## src/verilog/aes_pkg.sv

```systemverilog
// --------------------------------------------------------------------------
// AES-256 encryptor shared types, ring slot layout, round constants
// and the S-box and GF(2^8) byte helpers
// --------------------------------------------------------------------------
`default_nettype none

package aes_pkg;

    typedef logic [7:0]   byte_t;
    // byte 0 sits in bits 127:120, bytes run down each column in turn
    typedef logic [127:0] state_t;
    typedef logic [127:0] round_key_t;
    typedef logic [255:0] cipher_key_t;
    // round 0 is the initial key add, round 14 the last one
    typedef logic [3:0]   round_t;

    // one position of the round loop
    typedef struct packed {
        logic   valid;
        round_t round;
        state_t state;
    } loop_slot_t;

    localparam round_t LAST_ROUND     = 4'd14;
    localparam int     NUM_ROUND_KEYS = 15;

    typedef enum logic [1:0] {
        IDLE,
        EXPAND,
        READY
    } key_state_e;

    // indexed by word number / 8, entry 0 never used
    localparam logic [0:7][7:0] RCON = {
        8'h00, 8'h01, 8'h02, 8'h04, 8'h08, 8'h10, 8'h20, 8'h40
    };

    // forward substitution table, one row per high nibble
    localparam logic [0:255][7:0] SBOX_TABLE = {
        128'h637c777bf26b6fc53001672bfed7ab76,
        128'hca82c97dfa5947f0add4a2af9ca472c0,
        128'hb7fd9326363ff7cc34a5e5f171d83115,
        128'h04c723c31896059a071280e2eb27b275,
        128'h09832c1a1b6e5aa0523bd6b329e32f84,
        128'h53d100ed20fcb15b6acbbe394a4c58cf,
        128'hd0efaafb434d338545f9027f503c9fa8,
        128'h51a3408f929d38f5bcb6da2110fff3d2,
        128'hcd0c13ec5f974417c4a77e3d645d1973,
        128'h60814fdc222a908846eeb814de5e0bdb,
        128'he0323a0a4906245cc2d3ac629195e479,
        128'he7c8376d8dd54ea96c56f4ea657aae08,
        128'hba78252e1ca6b4c6e8dd741f4bbd8b8a,
        128'h703eb5664803f60e613557b986c11d9e,
        128'he1f8981169d98e949b1e87e9ce5528df,
        128'h8ca1890dbfe6426841992d0fb054bb16
    };

    function automatic byte_t sbox(input byte_t b);
        return SBOX_TABLE[b];
    endfunction

    // multiply by x modulo the AES polynomial
    function automatic byte_t xtime(input byte_t b);
        return {b[6:0], 1'b0} ^ (b[7] ? 8'h1b : 8'h00);
    endfunction

endpackage

`default_nettype wire

```

## src/verilog/block_egress.sv

```systemverilog
// --------------------------------------------------------------------------
// output FIFO sending finished blocks under an output credit counter
// --------------------------------------------------------------------------
`timescale 1ns/1ps
`default_nettype none

module block_egress
    import aes_pkg::*;
#(
    parameter int OUT_DEPTH   = 4,
    parameter int OUT_CREDITS = 2
)
(
    input  logic   OK_addRK,
    input  logic   resetn,
    input  logic   ret_valid,
    input  state_t ret_block,
    input  logic   out_credit,
    output logic   out_valid,
    output state_t out_block,
    output logic   sent
);

    localparam int PTR_W = (OUT_DEPTH > 1) ? $clog2(OUT_DEPTH) : 1;
    localparam int CNT_W = $clog2(OUT_DEPTH + 1);
    localparam int CRD_W = $clog2(OUT_CREDITS + 1);

    state_t           fifo [OUT_DEPTH];
    logic [PTR_W-1:0] wr_ptr;
    logic [PTR_W-1:0] rd_ptr;
    logic [CNT_W-1:0] count;
    logic [CRD_W-1:0] credit_cnt;

    function automatic logic [PTR_W-1:0] ptr_next(input logic [PTR_W-1:0] p);
        return (p == PTR_W'(OUT_DEPTH - 1)) ? '0 : p + 1'b1;
    endfunction

    // send the head whenever the sink has room
    assign out_valid = (count != '0) && (credit_cnt != '0);
    assign out_block = fifo[rd_ptr];
    assign sent      = out_valid;

    // ingress admission keeps this from ever overflowing
    always_ff @(posedge OK_addRK)
    begin
        if (ret_valid)
            fifo[wr_ptr] <= ret_block;
    end

    always_ff @(posedge OK_addRK)
    begin
        if (!resetn)
        begin
            wr_ptr     <= '0;
            rd_ptr     <= '0;
            count      <= '0;
            credit_cnt <= CRD_W'(OUT_CREDITS);
        end
        else
        begin
            if (ret_valid)
                wr_ptr <= ptr_next(wr_ptr);
            if (out_valid)
                rd_ptr <= ptr_next(rd_ptr);
            count      <= count + CNT_W'(ret_valid) - CNT_W'(out_valid);
            credit_cnt <= credit_cnt + CRD_W'(out_credit) - CRD_W'(out_valid);
        end
    end

endmodule

`default_nettype wire

```

## config.mk

```make
export PLATFORM = sky130hd
export DESIGN_NAME = block_egress
export DESIGN_NICKNAME = d
export VERILOG_FILES = /design/src/verilog/aes_pkg.sv /design/src/verilog/block_egress.sv
export SDC_FILE = /design/constraint.sdc
export NUM_CORES = 1
export LEC_CHECK = 0
export BUFFER_PORTS_ARGS = -buffer_cell sky130_fd_sc_hd__buf_2
export CAP_MARGIN = 20
export CORE_ASPECT_RATIO = 0.5
export CORE_MARGIN = 3
export CORE_UTILIZATION = 52
export DETAILED_ROUTE_END_ITERATION = 8
export PLACE_DENSITY = 0.73
export SLEW_MARGIN = 20
export SYNTH_ARGS = -nofsm -noshare
export SYNTH_HDL_FRONTEND = slang
export SYNTH_SLANG_ARGS = --single-unit
```

## constraint.sdc

```tcl
create_clock -name OK_addRK -period 5 [get_ports OK_addRK]
set_input_delay 0.25 -clock OK_addRK [delete_from_list [all_inputs] [get_ports OK_addRK]]
set_output_delay 0.25 -clock OK_addRK [all_outputs]
set_load 0.005 [all_outputs]
```

Yosys cells after proc, flatten, opt, wreduce, memory -nomap -nowiden --
Memory sizes are Yosys's and may differ from the RTL's. A register that Yosys moved wholly into a read port is not among the register bits. Index checks and enable logic that the tools add are counted.
Word-level totals: flip-flop bits (word level) 9, RAM bits 512, bits of input ports 132, output and inout bits 130, word-level logic and storage cells 22, memories 1
Operators by class: $add $sub $neg 6, eq/ne operators 2, mux-type cells 6, reductions and logical operators 3
Memories:
- fifo | depth 4, bits a word 128, rd ports 1, clocked after memory_dff 1, write ports 1, RTL line block_egress.sv:28 | state_t fifo [OUT_DEPTH];
Operators with widths (number):
- $mux W2 | 4
- $add A2 B1 Y2 const B | 2
- $eq A2 B2 Y1 const B | 2
- $add A3 B1 Y3 | 1
- $reduce_bool A3 Y1 | 1
- $sub A3 B1 Y3 | 1
- $add A2 B1 Y2 | 1
- $mux W1 | 2
- $reduce_bool A2 Y1 | 1
- $sub A2 B1 Y2 | 1
- $logic_and A1 B1 Y1 | 1

Depth between registers and ports, before layout --
Gate-level depths: netlist of the first run.
word-level depth 4, mapped depth 9, depth with buffers taken out 9

Worst setup path after synthesis of the first run --
No wires, ideal clock.
path type reg-to-reg, start reg wr_ptr[0], end mem fifo[3][0] in the netlist's numbering, enable pin, library setup time 0.502 ns, data arrival time 3.481 ns, required time 4.498 ns, setup slack 1.017 ns, stages on the path, launching flop included 3, path buffers 0, period minus slack after synthesis 3.983 ns, path through dfxtp_1 -> ha_1 -> and2_1
RTL lines:
- from (decl) | RTL line block_egress.sv:29 | logic [PTR_W-1:0] wr_ptr;
- from (signal assigned) | RTL line block_egress.sv:62 | wr_ptr <= ptr_next(wr_ptr);
- to (decl) | RTL line block_egress.sv:28
No word-level cell before the write port.

==> results.json, run 1 <==
{
  "stdcell_count": 1655,
  "ys_async_sr_fraction": 0,
  "yosysTopAreaCell": "edfxtp_1",
  "synth.most_common_cell": "edfxtp_1",
  "grt_pass1_vias": 10100,
  "placed_area_um2": 20900,
  "yosysTopAreaCellShare": 0.803,
  "synthTopCellsByArea": "edfxtp_1 80%, mux4_2 15%, dfxtp_1 1.2%",
  "path_max_fanout": 59,
  "critPathKind": "flop to output port",
  "root_buffer": "clkbuf_16",
  "finalInstanceArea_um2": 23600,
  "fin_ws_ns": 2.03,
  "die-area_um2": 39300,
  "rrSetupSlack_ns": 2.72,
  "fin_crit_ns": 2.97,
  "worst_setup_path_end_kind": "output port",
  "num_io_pins": 262,
  "power_density_nw_per_um2": 462,
  "synth_common_cells": "512 x edfxtp_1, 128 x mux4_2, 13 x buf_2",
  "clock_latency_ns": 0.54,
  "grt_antenna_before_repair": 2,
  "synthesis.area_um2": 19100,
  "cp_data_required_time_ns": 4.75,
  "cpMaxStageDelayCell": "dfxtp_4",
  "path_clk_slew_ns": 0.06,
  "vdd_drop_max_mv": 0.210,
  "dieWidth_um": 277,
  "synth_edf_count": 512,
  "p_sw_mw": 2.68,
  "slew_viol_final": 0,
  "ys_ff_latch": 523,
  "dr.pass1.iters": 5,
  "clock_sinks": 523,
  "fin_setup_tns_ns": 0,
  "clockBufferDepth": 3,
  "whs_ns": 0.0417,
  "finalCritPeriodShare": 0.593,
  "wl_per_cell_um": 22.7,
  "max_stage_delay_ns": 0.87,
  "hold_buffers": 128,
  "htree_levels": 2,
  "pwr-share-comb": 0.210,
  "fin_util": 0.668,
  "drive_gt1_frac": 0.398,
  "cts_tree": "yes",
  "hold_viol": 0,
  "syn-num-nets": 869,
  "clockPowerShare": 0.314,
  "ys_warn_count": 0,
  "status": "finished, final reports clean",
  "gp_congestion": 0.734,
  "rows": 48,
  "dp_worst_setup_slack_ns": 2.51,
  "drt_wl_total_um": 37500,
  "p_total_mw": 10.9,
  "drc": 0,
  "hold_class": "primary input to flop",
  "overflow": 0,
  "netlist_instances": 729,
  "max_freq_mhz": 337,
  "post_cts_resized": 0,
  "seq_power_share": 0.476,
  "setup_violations": 0,
  "nets": 1285,
  "vias": 8991,
  "place_inst": 1446,
  "core_area_um2": 35400,
  "cp_data_arrival_time_ns": 2.72,
  "yosysUniqueCellTypes": 24,
  "rsz0062_at_grt": "false",
  "cts_buffers": 44,
  "syn_avg_cell_area_um2": 26.3,
  "max-slew-margin-rel": 0.377,
  "power.leakage_nw": 7.99,
  "synthFlopType": "edfxtp_1",
  "start_kind": "flop",
  "initial_core_util": 0.541,
  "cts_setup_buffers": 0,
  "seq_area_frac_synth": 0.814,
  "grt_max_degree": 75,
  "dp_hpwl_um": 21800,
  "finClkSkew_ns": 0.0137,
  "drtIter0Drc": 462,
  "grt_usage": 0.195,
  "switching_share": 0.246,
  "worstMarginPinSlew_ns": 0.935,
  "die_h_um": 142,
  "internal-power_mw": 8.22,
  "path_cells": "buf_12 > mux4_2 > buf_2",
  "drtAntennaViolNets": 0,
  "port_buffers": 261,
  "grt_pass1_wl_um": 58200,
  "syn_to_final_growth_pct": 23.4,
  "via_per_inst": 5.43,
  "max_cap_viol_count": 0
}
path summary, 6_finish.rpt:
path | startpoint | endpoint | depth (start not counted)
worst max-delay path | flop | out_block[75] | 3
worst max register to register | wr_ptr[0] | fifo[3][15] | 3
worst min register to register | rd_ptr[1] | flop | 2
worst min-delay path | out_credit | credit_cnt[0] | 3
area by class of cell:
class                   count  area (µm²)
well taps                 475         594
clock buffers              59        1200
diodes                      2        5.00
inverters                   4        15.0
clock inverters            20         229
flip-flops and latches    523       15600
multi-input cells         172        3220
repair buffers            400        2770
fillers                  2197       11700
routing by layer:
metal / routed length [µm] / GRT usage
met1: 14400 / 0.236
met2: 20800 / 0.359
met3: 1270 / 0.0326
met4: 1060 / 0.0665
met5: 0 / 0
power by group through the flow:
stage / clock (mW) / sequential (mW) / combinational, mW
finish: 3.43 / 5.19 / 2.29
global route: 3.69 / 5.22 / 2.46
CTS: 3.50 / 5.19 / 2.35
detailed placement: 0 / 5.29 / 2.25
global placement: 0 / 5.38 / 2.08
floorplan: 0 / 5.21 / 1.52
cells by family (layout without fill, tap and decap cells):
group / count (synthesis) / after routing / share of synthesized area
xor gates and xnor gates: 2 / 2 / 0.000915
buffers and inverters: 34 / 483 / 0.0178
AOI/OAI and AO/OA: 8 / 8 / 0.00281
adders and majority gates: 8 / 8 / 0.00562
other: 0 / 2 / 0
muxes: 131 / 131 / 0.152
and+or+nand+nor: 23 / 23 / 0.00627
DFF: 523 / 523 / 0.814
worst max-delay path: cells and delay by family (launching register included):
| family | cells | cell delay, ns |
|---|---|---|
| mux | 1 | 0.59 |
| buf+inv | 2 | 0.64 |
| flops | 1 | 0.87 |
sequential cells by signal, summed over array words and instances (netlist names), named ones only:
register	count
credit_cnt	2
wr_ptr	2
fifo	512
count	3
rd_ptr	2
cells in the final DEF (no fill, tap or decap):
master	n
a21o_1	1
and2_1	3
and2_4	4
buf_12	6
buf_16	1
buf_2	261
buf_4	4
bufinv_16	5
clkbuf_1	12
clkbuf_16	45
clkbuf_8	2
clkinv_1	6
clkinv_2	5
clkinv_4	1
clkinvlp_4	3
dfxtp_1	9
dfxtp_4	2
diode_2	2
dlygate4sd3_1	128
edfxtp_1	512
fa_1	1
ha_1	7
inv_1	4
mux2_2	1
mux2i_1	2
mux4_2	128
nand2_1	4
nand2b_1	2
nand3_1	2
nor2_1	4
nor2b_1	3
nor3_1	1
o21ai_0	6
o32ai_2	1
xnor2_1	2
Power figures use the tool's default switching activity.
==> inputs of run 2 (changes only) <==
Settings changed: ABC_AREA from default to 1.
Clock period 5 ns to 3.06 ns, I/O delays scaled along.
==> results.json, run 2 <==
{
  "netlist_instances": 1309,
  "hold_class": "primary input to flop",
  "hold_depth": 2,
  "fin_setup_tns_ns": 0,
  "max_cap_viol_count": 0,
  "start_kind": "flop",
  "reg_top3": "fifo: 512 flops, count: 3 flops",
  "yosysTopAreaCellShare": 0.773,
  "syn_avg_cell_area_um2": 15.2,
  "dieWidth_um": 283,
  "r2r-end": "count[2]",
  "worstMarginPinSlew_ns": 0.691,
  "critPathKind": "flop to output port",
  "power.leakage_nw": 8.49,
  "path_max_fanout": 80,
  "top_register": "fifo",
  "most-common-layout-cells": "512 x edfxtp_1, 261 x buf_2, 237 x nor2_1",
  "layout.cells.most_common": "edfxtp_1",
  "dr.pass1.iters": 6,
  "synth.most_common_cell": "edfxtp_1",
  "synth_edf_count": 512,
  "p_total_mw": 18.9,
  "drt_wl_total_um": 46800,
  "cts_tree": "yes",
  "drtIter0Drc": 1049,
  "die_h_um": 144,
  "die-area_um2": 40800,
  "cts_buffers": 44,
  "num_io_pins": 262,
  "hp-start": "ret_block[62]",
  "worst_setup_path_end_kind": "output port",
  "rsz0062_at_grt": "false",
  "num-fill-cells": 2493,
  "grt_usage": 0.229,
  "seq_area_frac_synth": 0.784,
  "fin_crit_ns": 2.57,
  "power_density_nw_per_um2": 779,
  "via_per_inst": 5.72,
  "gp_congestion": 0.814,
  "synthFlopType": "edfxtp_1",
  "synthesis.area_um2": 19900,
  "r2r-start": "count[1]",
  "wl_per_cell_um": 21.2,
  "ys_async_sr_fraction": 0,
  "drtAntennaViolNets": 0,
  "cp_data_arrival_time_ns": 2.41,
  "max-slew-margin-rel": 0.539,
  "yosysUniqueCellTypes": 26,
  "overflow": 0,
  "vdd_drop_max_mv": 0.691,
  "multi_input_area_um2": 3640,
  "drc": 0,
  "ys_warn_count": 0,
  "slew_viol_final": 0,
  "clock_sinks": 523,
  "path_clk_slew_ns": 0.07,
  "grt_max_degree": 123,
  "finalCritPeriodShare": 0.839,
  "max_freq_mhz": 389,
  "nets": 1828,
  "hold_viol": 0,
  "synthTopCellsByArea": "edfxtp_1 77%, nor2_1 4.5%, o21ai_0 3.7%",
  "vias": 12600,
  "largest_reg_flops": 512,
  "clock_latency_ns": 0.55,
  "rrSetupSlack_ns": 1.05,
  "dp_hpwl_um": 26800,
  "synth_common_cells": "512 x edfxtp_1, 237 x nor2_1, 147 x o21ai_0",
  "cp_data_required_time_ns": 2.91,
  "grt_pass1_vias": 13200,
  "drive_gt1_frac": 0.244,
  "core_area_um2": 36800,
  "reg2reg_depth": 10,
  "clockBufferDepth": 3,
  "yosysTopAreaCell": "edfxtp_1",
  "seq_area_um2": 15600,
  "finClkSkew_ns": 0.0179,
  "syn-num-nets": 1449,
  "grt_antenna_before_repair": 2,
  "rows": 49,
  "hold_path_end": "fifo[2][62]",
  "initial_core_util": 0.540,
  "root_buffer": "clkbuf_16",
  "grt_pass1_wl_um": 71700,
  "htree_levels": 2,
  "port_buffers": 261,
  "ys_ff_latch": 523,
  "setup_violations": 0,
  "syn_to_final_growth_pct": 21.8,
  "status": "finished, final reports clean"
}
[run 2: cell count changes in the layout (fill, tap and decap cells not counted), sizes merged, moves of 4 or more]
| cell | previous run | this run |
|---|---|---|
| nor2 | 4 | 267 |
| dlygate4sd3 | 128 | 132 |
| o22ai | 0 | 128 |
| o21ai | 6 | 261 |
| inv | 4 | 15 |
| mux4 | 128 | 0 |
| and2 | 7 | 0 |
| buf | 272 | 286 |
| clkbuf | 59 | 67 |
| nand2 | 4 | 10 |
| bufinv | 5 | 1 |
[run 2: worst max-delay path by stage]
stage | end | slack, ns | cells past startpoint
floorplan | fifo[0][0] | 0.06 | 4
global placement | count[2] | 1.13 | 10
detailed placement | count[2] | 1.05 | 10
CTS | out_block[10] | 0.54 | 5
global route | out_block[10] | 0.34 | 5
finish | out_block[10] | 0.49 | 5
[run 2: logic make-up (layout without fill, tap and decap cells)]
logic type | after synthesis | in the layout | share of synthesized area
xor gates and xnor gates | 2 | 2 | 0.000881
buffers and inverters | 102 | 516 | 0.0325
and+or+nand+nor | 282 | 282 | 0.0574
AOI/OAI and AO/OA | 392 | 392 | 0.119
adders and majority gates | 8 | 8 | 0.00541
other | 0 | 3 | 0
DFF | 523 | 523 | 0.784
[run 2: per-layer routing]
layer | global-route usage | vias to the layer above | routed length (µm)
met5 | 0 | - | 0
met4 | 0.107 | 0 | 2080
met3 | 0.0357 | 133 | 2110
met2 | 0.410 | 412 | 24500
met1 | 0.276 | 6378 | 18100
li1 | - | 5709 | -
[run 2: through the flow]
step                      area (µm²)  instances  setup slack [ns]  hold WS, ns  utilization
final                          24200       2210             0.492        0.351        0.658
after global routing           24200       2209             0.337        0.321        0.658
after CTS                      24200       2207             0.541        0.329        0.658
after detailed placement       21600       1994              1.05        0.369        0.586
after global placement         21600       1994              1.13        0.361        0.586
after floorplan                19900       1309            0.0630        0.237            -
[run 2: power breakdown]
group          leakage [nW]  total [mW]  switching (mW)  internal, mW
clock                 0.645        5.26            2.39          2.86
sequential             4.80        8.39           0.155          8.23
combinational          3.05        5.22            3.28          1.95
total                  8.49        18.9            5.83          13.0
[run 2: timing repair]
| action | 4_1_cts | 5_1_grt |
|---|---|---|
| gates resized for setup | 0 | 0 |
| buffers inserted | 0 | 0 |
| hold buffers | 132 | 0 |
| hold endpoints to repair | 523 | 0 |
[run 2: layout make-up]
cell class | instances | area share
Sequential cell | 523 | 0.644
Multi-Input combinational cell | 684 | 0.150
Timing Repair Buffer | 418 | 0.122
Clock buffer | 67 | 0.0507
Tap cell | 484 | 0.0250
Clock inverter | 14 | 0.00393
Inverter | 17 | 0.00367
Antenna cell | 3 | 0.000310
[run 2: critical path, stage by stage (launching register included)]
cell and delay [ns]:
dfxtp_4 0.42, inv_8 0.36, buf_4 0.49, o21ai_0 0.17, o22ai_1 0.20, buf_2 0.17
==> inputs of run 3 (changes only) <==
Settings changed: ABC_AREA 1 to 0, CORE_UTILIZATION 52 to 51, PLACE_DENSITY 0.73 to 0.75.
Clock period 3.06 ns to 2.2 ns, I/O delays scaled along.
==> results.json, run 3 (synthesis results as in run 1) <==
{
  "status": "finished, final reports clean",
  "hold_class": "primary input to flop",
  "finalCritPeriodShare": 0.997,
  "wl_met1_um": 14400,
  "dieWidth_um": 280,
  "max_cap_viol_count": 0,
  "hold_depth": 2,
  "vdd_drop_max_mv": 0.644,
  "max_freq_mhz": 456,
  "port_buffers": 261,
  "hold_path_end": "fifo[0][48]",
  "finalInstanceArea_um2": 24000,
  "largest_reg_flops": 512,
  "clock_sinks": 523,
  "setup_violations": 0,
  "clockBufferDepth": 3,
  "rrSetupSlack_ns": 0.21,
  "overflow": 0,
  "path_clk_slew_ns": 0.07,
  "die-area_um2": 40000,
  "placed_area_um2": 21000,
  "drtAntennaViolNets": 0,
  "nets": 1303,
  "r2r-end": "count[2]",
  "dr_wl_met3_um": 1490,
  "slew_viol_final": 0,
  "grt_antenna_before_repair": 1,
  "stdcell_count": 1684,
  "reg2reg_depth": 9,
  "whs_ns": 0.304,
  "dp_hpwl_um": 22300,
  "initial_core_util": 0.525,
  "path_max_fanout": 19,
  "core_area_um2": 36500,
  "power_density_nw_per_um2": 1050,
  "cts_tree": "yes",
  "critPathKind": "flop to output port",
  "gp_congestion": 0.721,
  "rsz0062_at_grt": "true",
  "grt_pass1_vias": 10100,
  "cp_data_arrival_time_ns": 2.08,
  "r2r-start": "count[1]",
  "dr.pass1.iters": 5,
  "die_h_um": 143,
  "syn_to_final_growth_pct": 25.1,
  "fin_crit_ns": 2.19,
  "num_io_pins": 262,
  "vias": 9147,
  "finClkSkew_ns": 0.0198,
  "layout.cells.most_common": "edfxtp_1",
  "top_register": "fifo",
  "via_per_inst": 5.43,
  "reg_top3": "fifo: 512 flops, count: 3 flops",
  "grt_max_degree": 70,
  "place_inst": 1460,
  "multi_input_area_um2": 3220,
  "hp-start": "ret_block[48]",
  "max-slew-margin-rel": 0.682,
  "worstMarginPinSlew_ns": 0.477,
  "wl_met2_um": 21900,
  "drtIter0Drc": 611,
  "seq_area_um2": 15600,
  "root_buffer": "clkbuf_16",
  "start_kind": "flop",
  "worst_setup_path_end_kind": "output port",
  "top_layer_used": "met4",
  "rows": 49,
  "hold_viol": 0,
  "grt_usage": 0.199,
  "cts_buffers": 45,
  "cp_data_required_time_ns": 2.09,
  "htree_levels": 2,
  "clock_latency_ns": 0.55,
  "wl_per_cell_um": 23.3,
  "drive_gt1_frac": 0.405,
  "p_total_mw": 25.1,
  "most-common-layout-cells": "512 x edfxtp_1, 249 x buf_2, 133 x dlygate4sd3_1",
  "num-fill-cells": 2273,
  "power.leakage_nw": 8.14,
  "drt_wl_total_um": 39200,
  "grt_pass1_wl_um": 59900,
  "drc": 0
}
-- run 3: routing by layer --
metal  track usage  vias up
li1              -     4012
met1         0.237     4811
met2         0.369      244
met3        0.0322       80
met4        0.0763        0
met5             0        -
-- run 3: critical path: stages, from the launching register on --
cell and delay [ns]:
dfxtp_4 0.44, buf_12 0.15, clkbuf_16 0.22, mux4_2 0.55, buf_6 0.15
-- run 3: final cells by class --
class,count,share of cell area
Clock inverter,29,0.00924
Clock buffer,54,0.0484
Tap cell,484,0.0253
Multi-Input combinational cell,172,0.135
Sequential cell,523,0.651
Timing Repair Buffer,417,0.131
Inverter,4,0.000627
Antenna cell,1,0.000104
-- run 3: stage by stage --
stage,setup TNS (ns),worst slack [ns],util
2_1_floorplan,0,0.294,-
3_5_place_dp,0,0.210,0.577
6_report,0,0.00737,0.657
5_1_grt,-3.06,-0.0813,0.657
3_3_place_gp,0,0.320,0.577
4_1_cts,-2.59,-0.0589,0.655
-- run 3: where the power goes --
| group | internal (mW) | switching (mW) |
|---|---|---|
| clock | 4.13 | 3.42 |
| combinational | 3.16 | 2.68 |
| sequential | 11.5 | 0.219 |
| total | 18.8 | 6.32 |
-- run 3: how the worst max path moves through the flow --
stage	endpoint	slack, ns	depth (start not counted)
5_1_grt	out_block[5]	-0.08	4
6_report	out_block[5]	0.007	4
2_1_floorplan	fifo[3][0]	0.29	2
3_5_place_dp	count[2]	0.21	9
4_1_cts	out_block[82]	-0.06	3
3_3_place_gp	count[2]	0.32	9
-- run 3: timing repair --
item | 4_1_cts | 5_1_grt
setup buffers | 1 | 5
resized for setup | 12 | 3
hold buffers | 133 | 0
gates cloned | 1 | 1
setup endpoints to repair | 114 | 93
endpoints found under the hold margin | 523 | 0
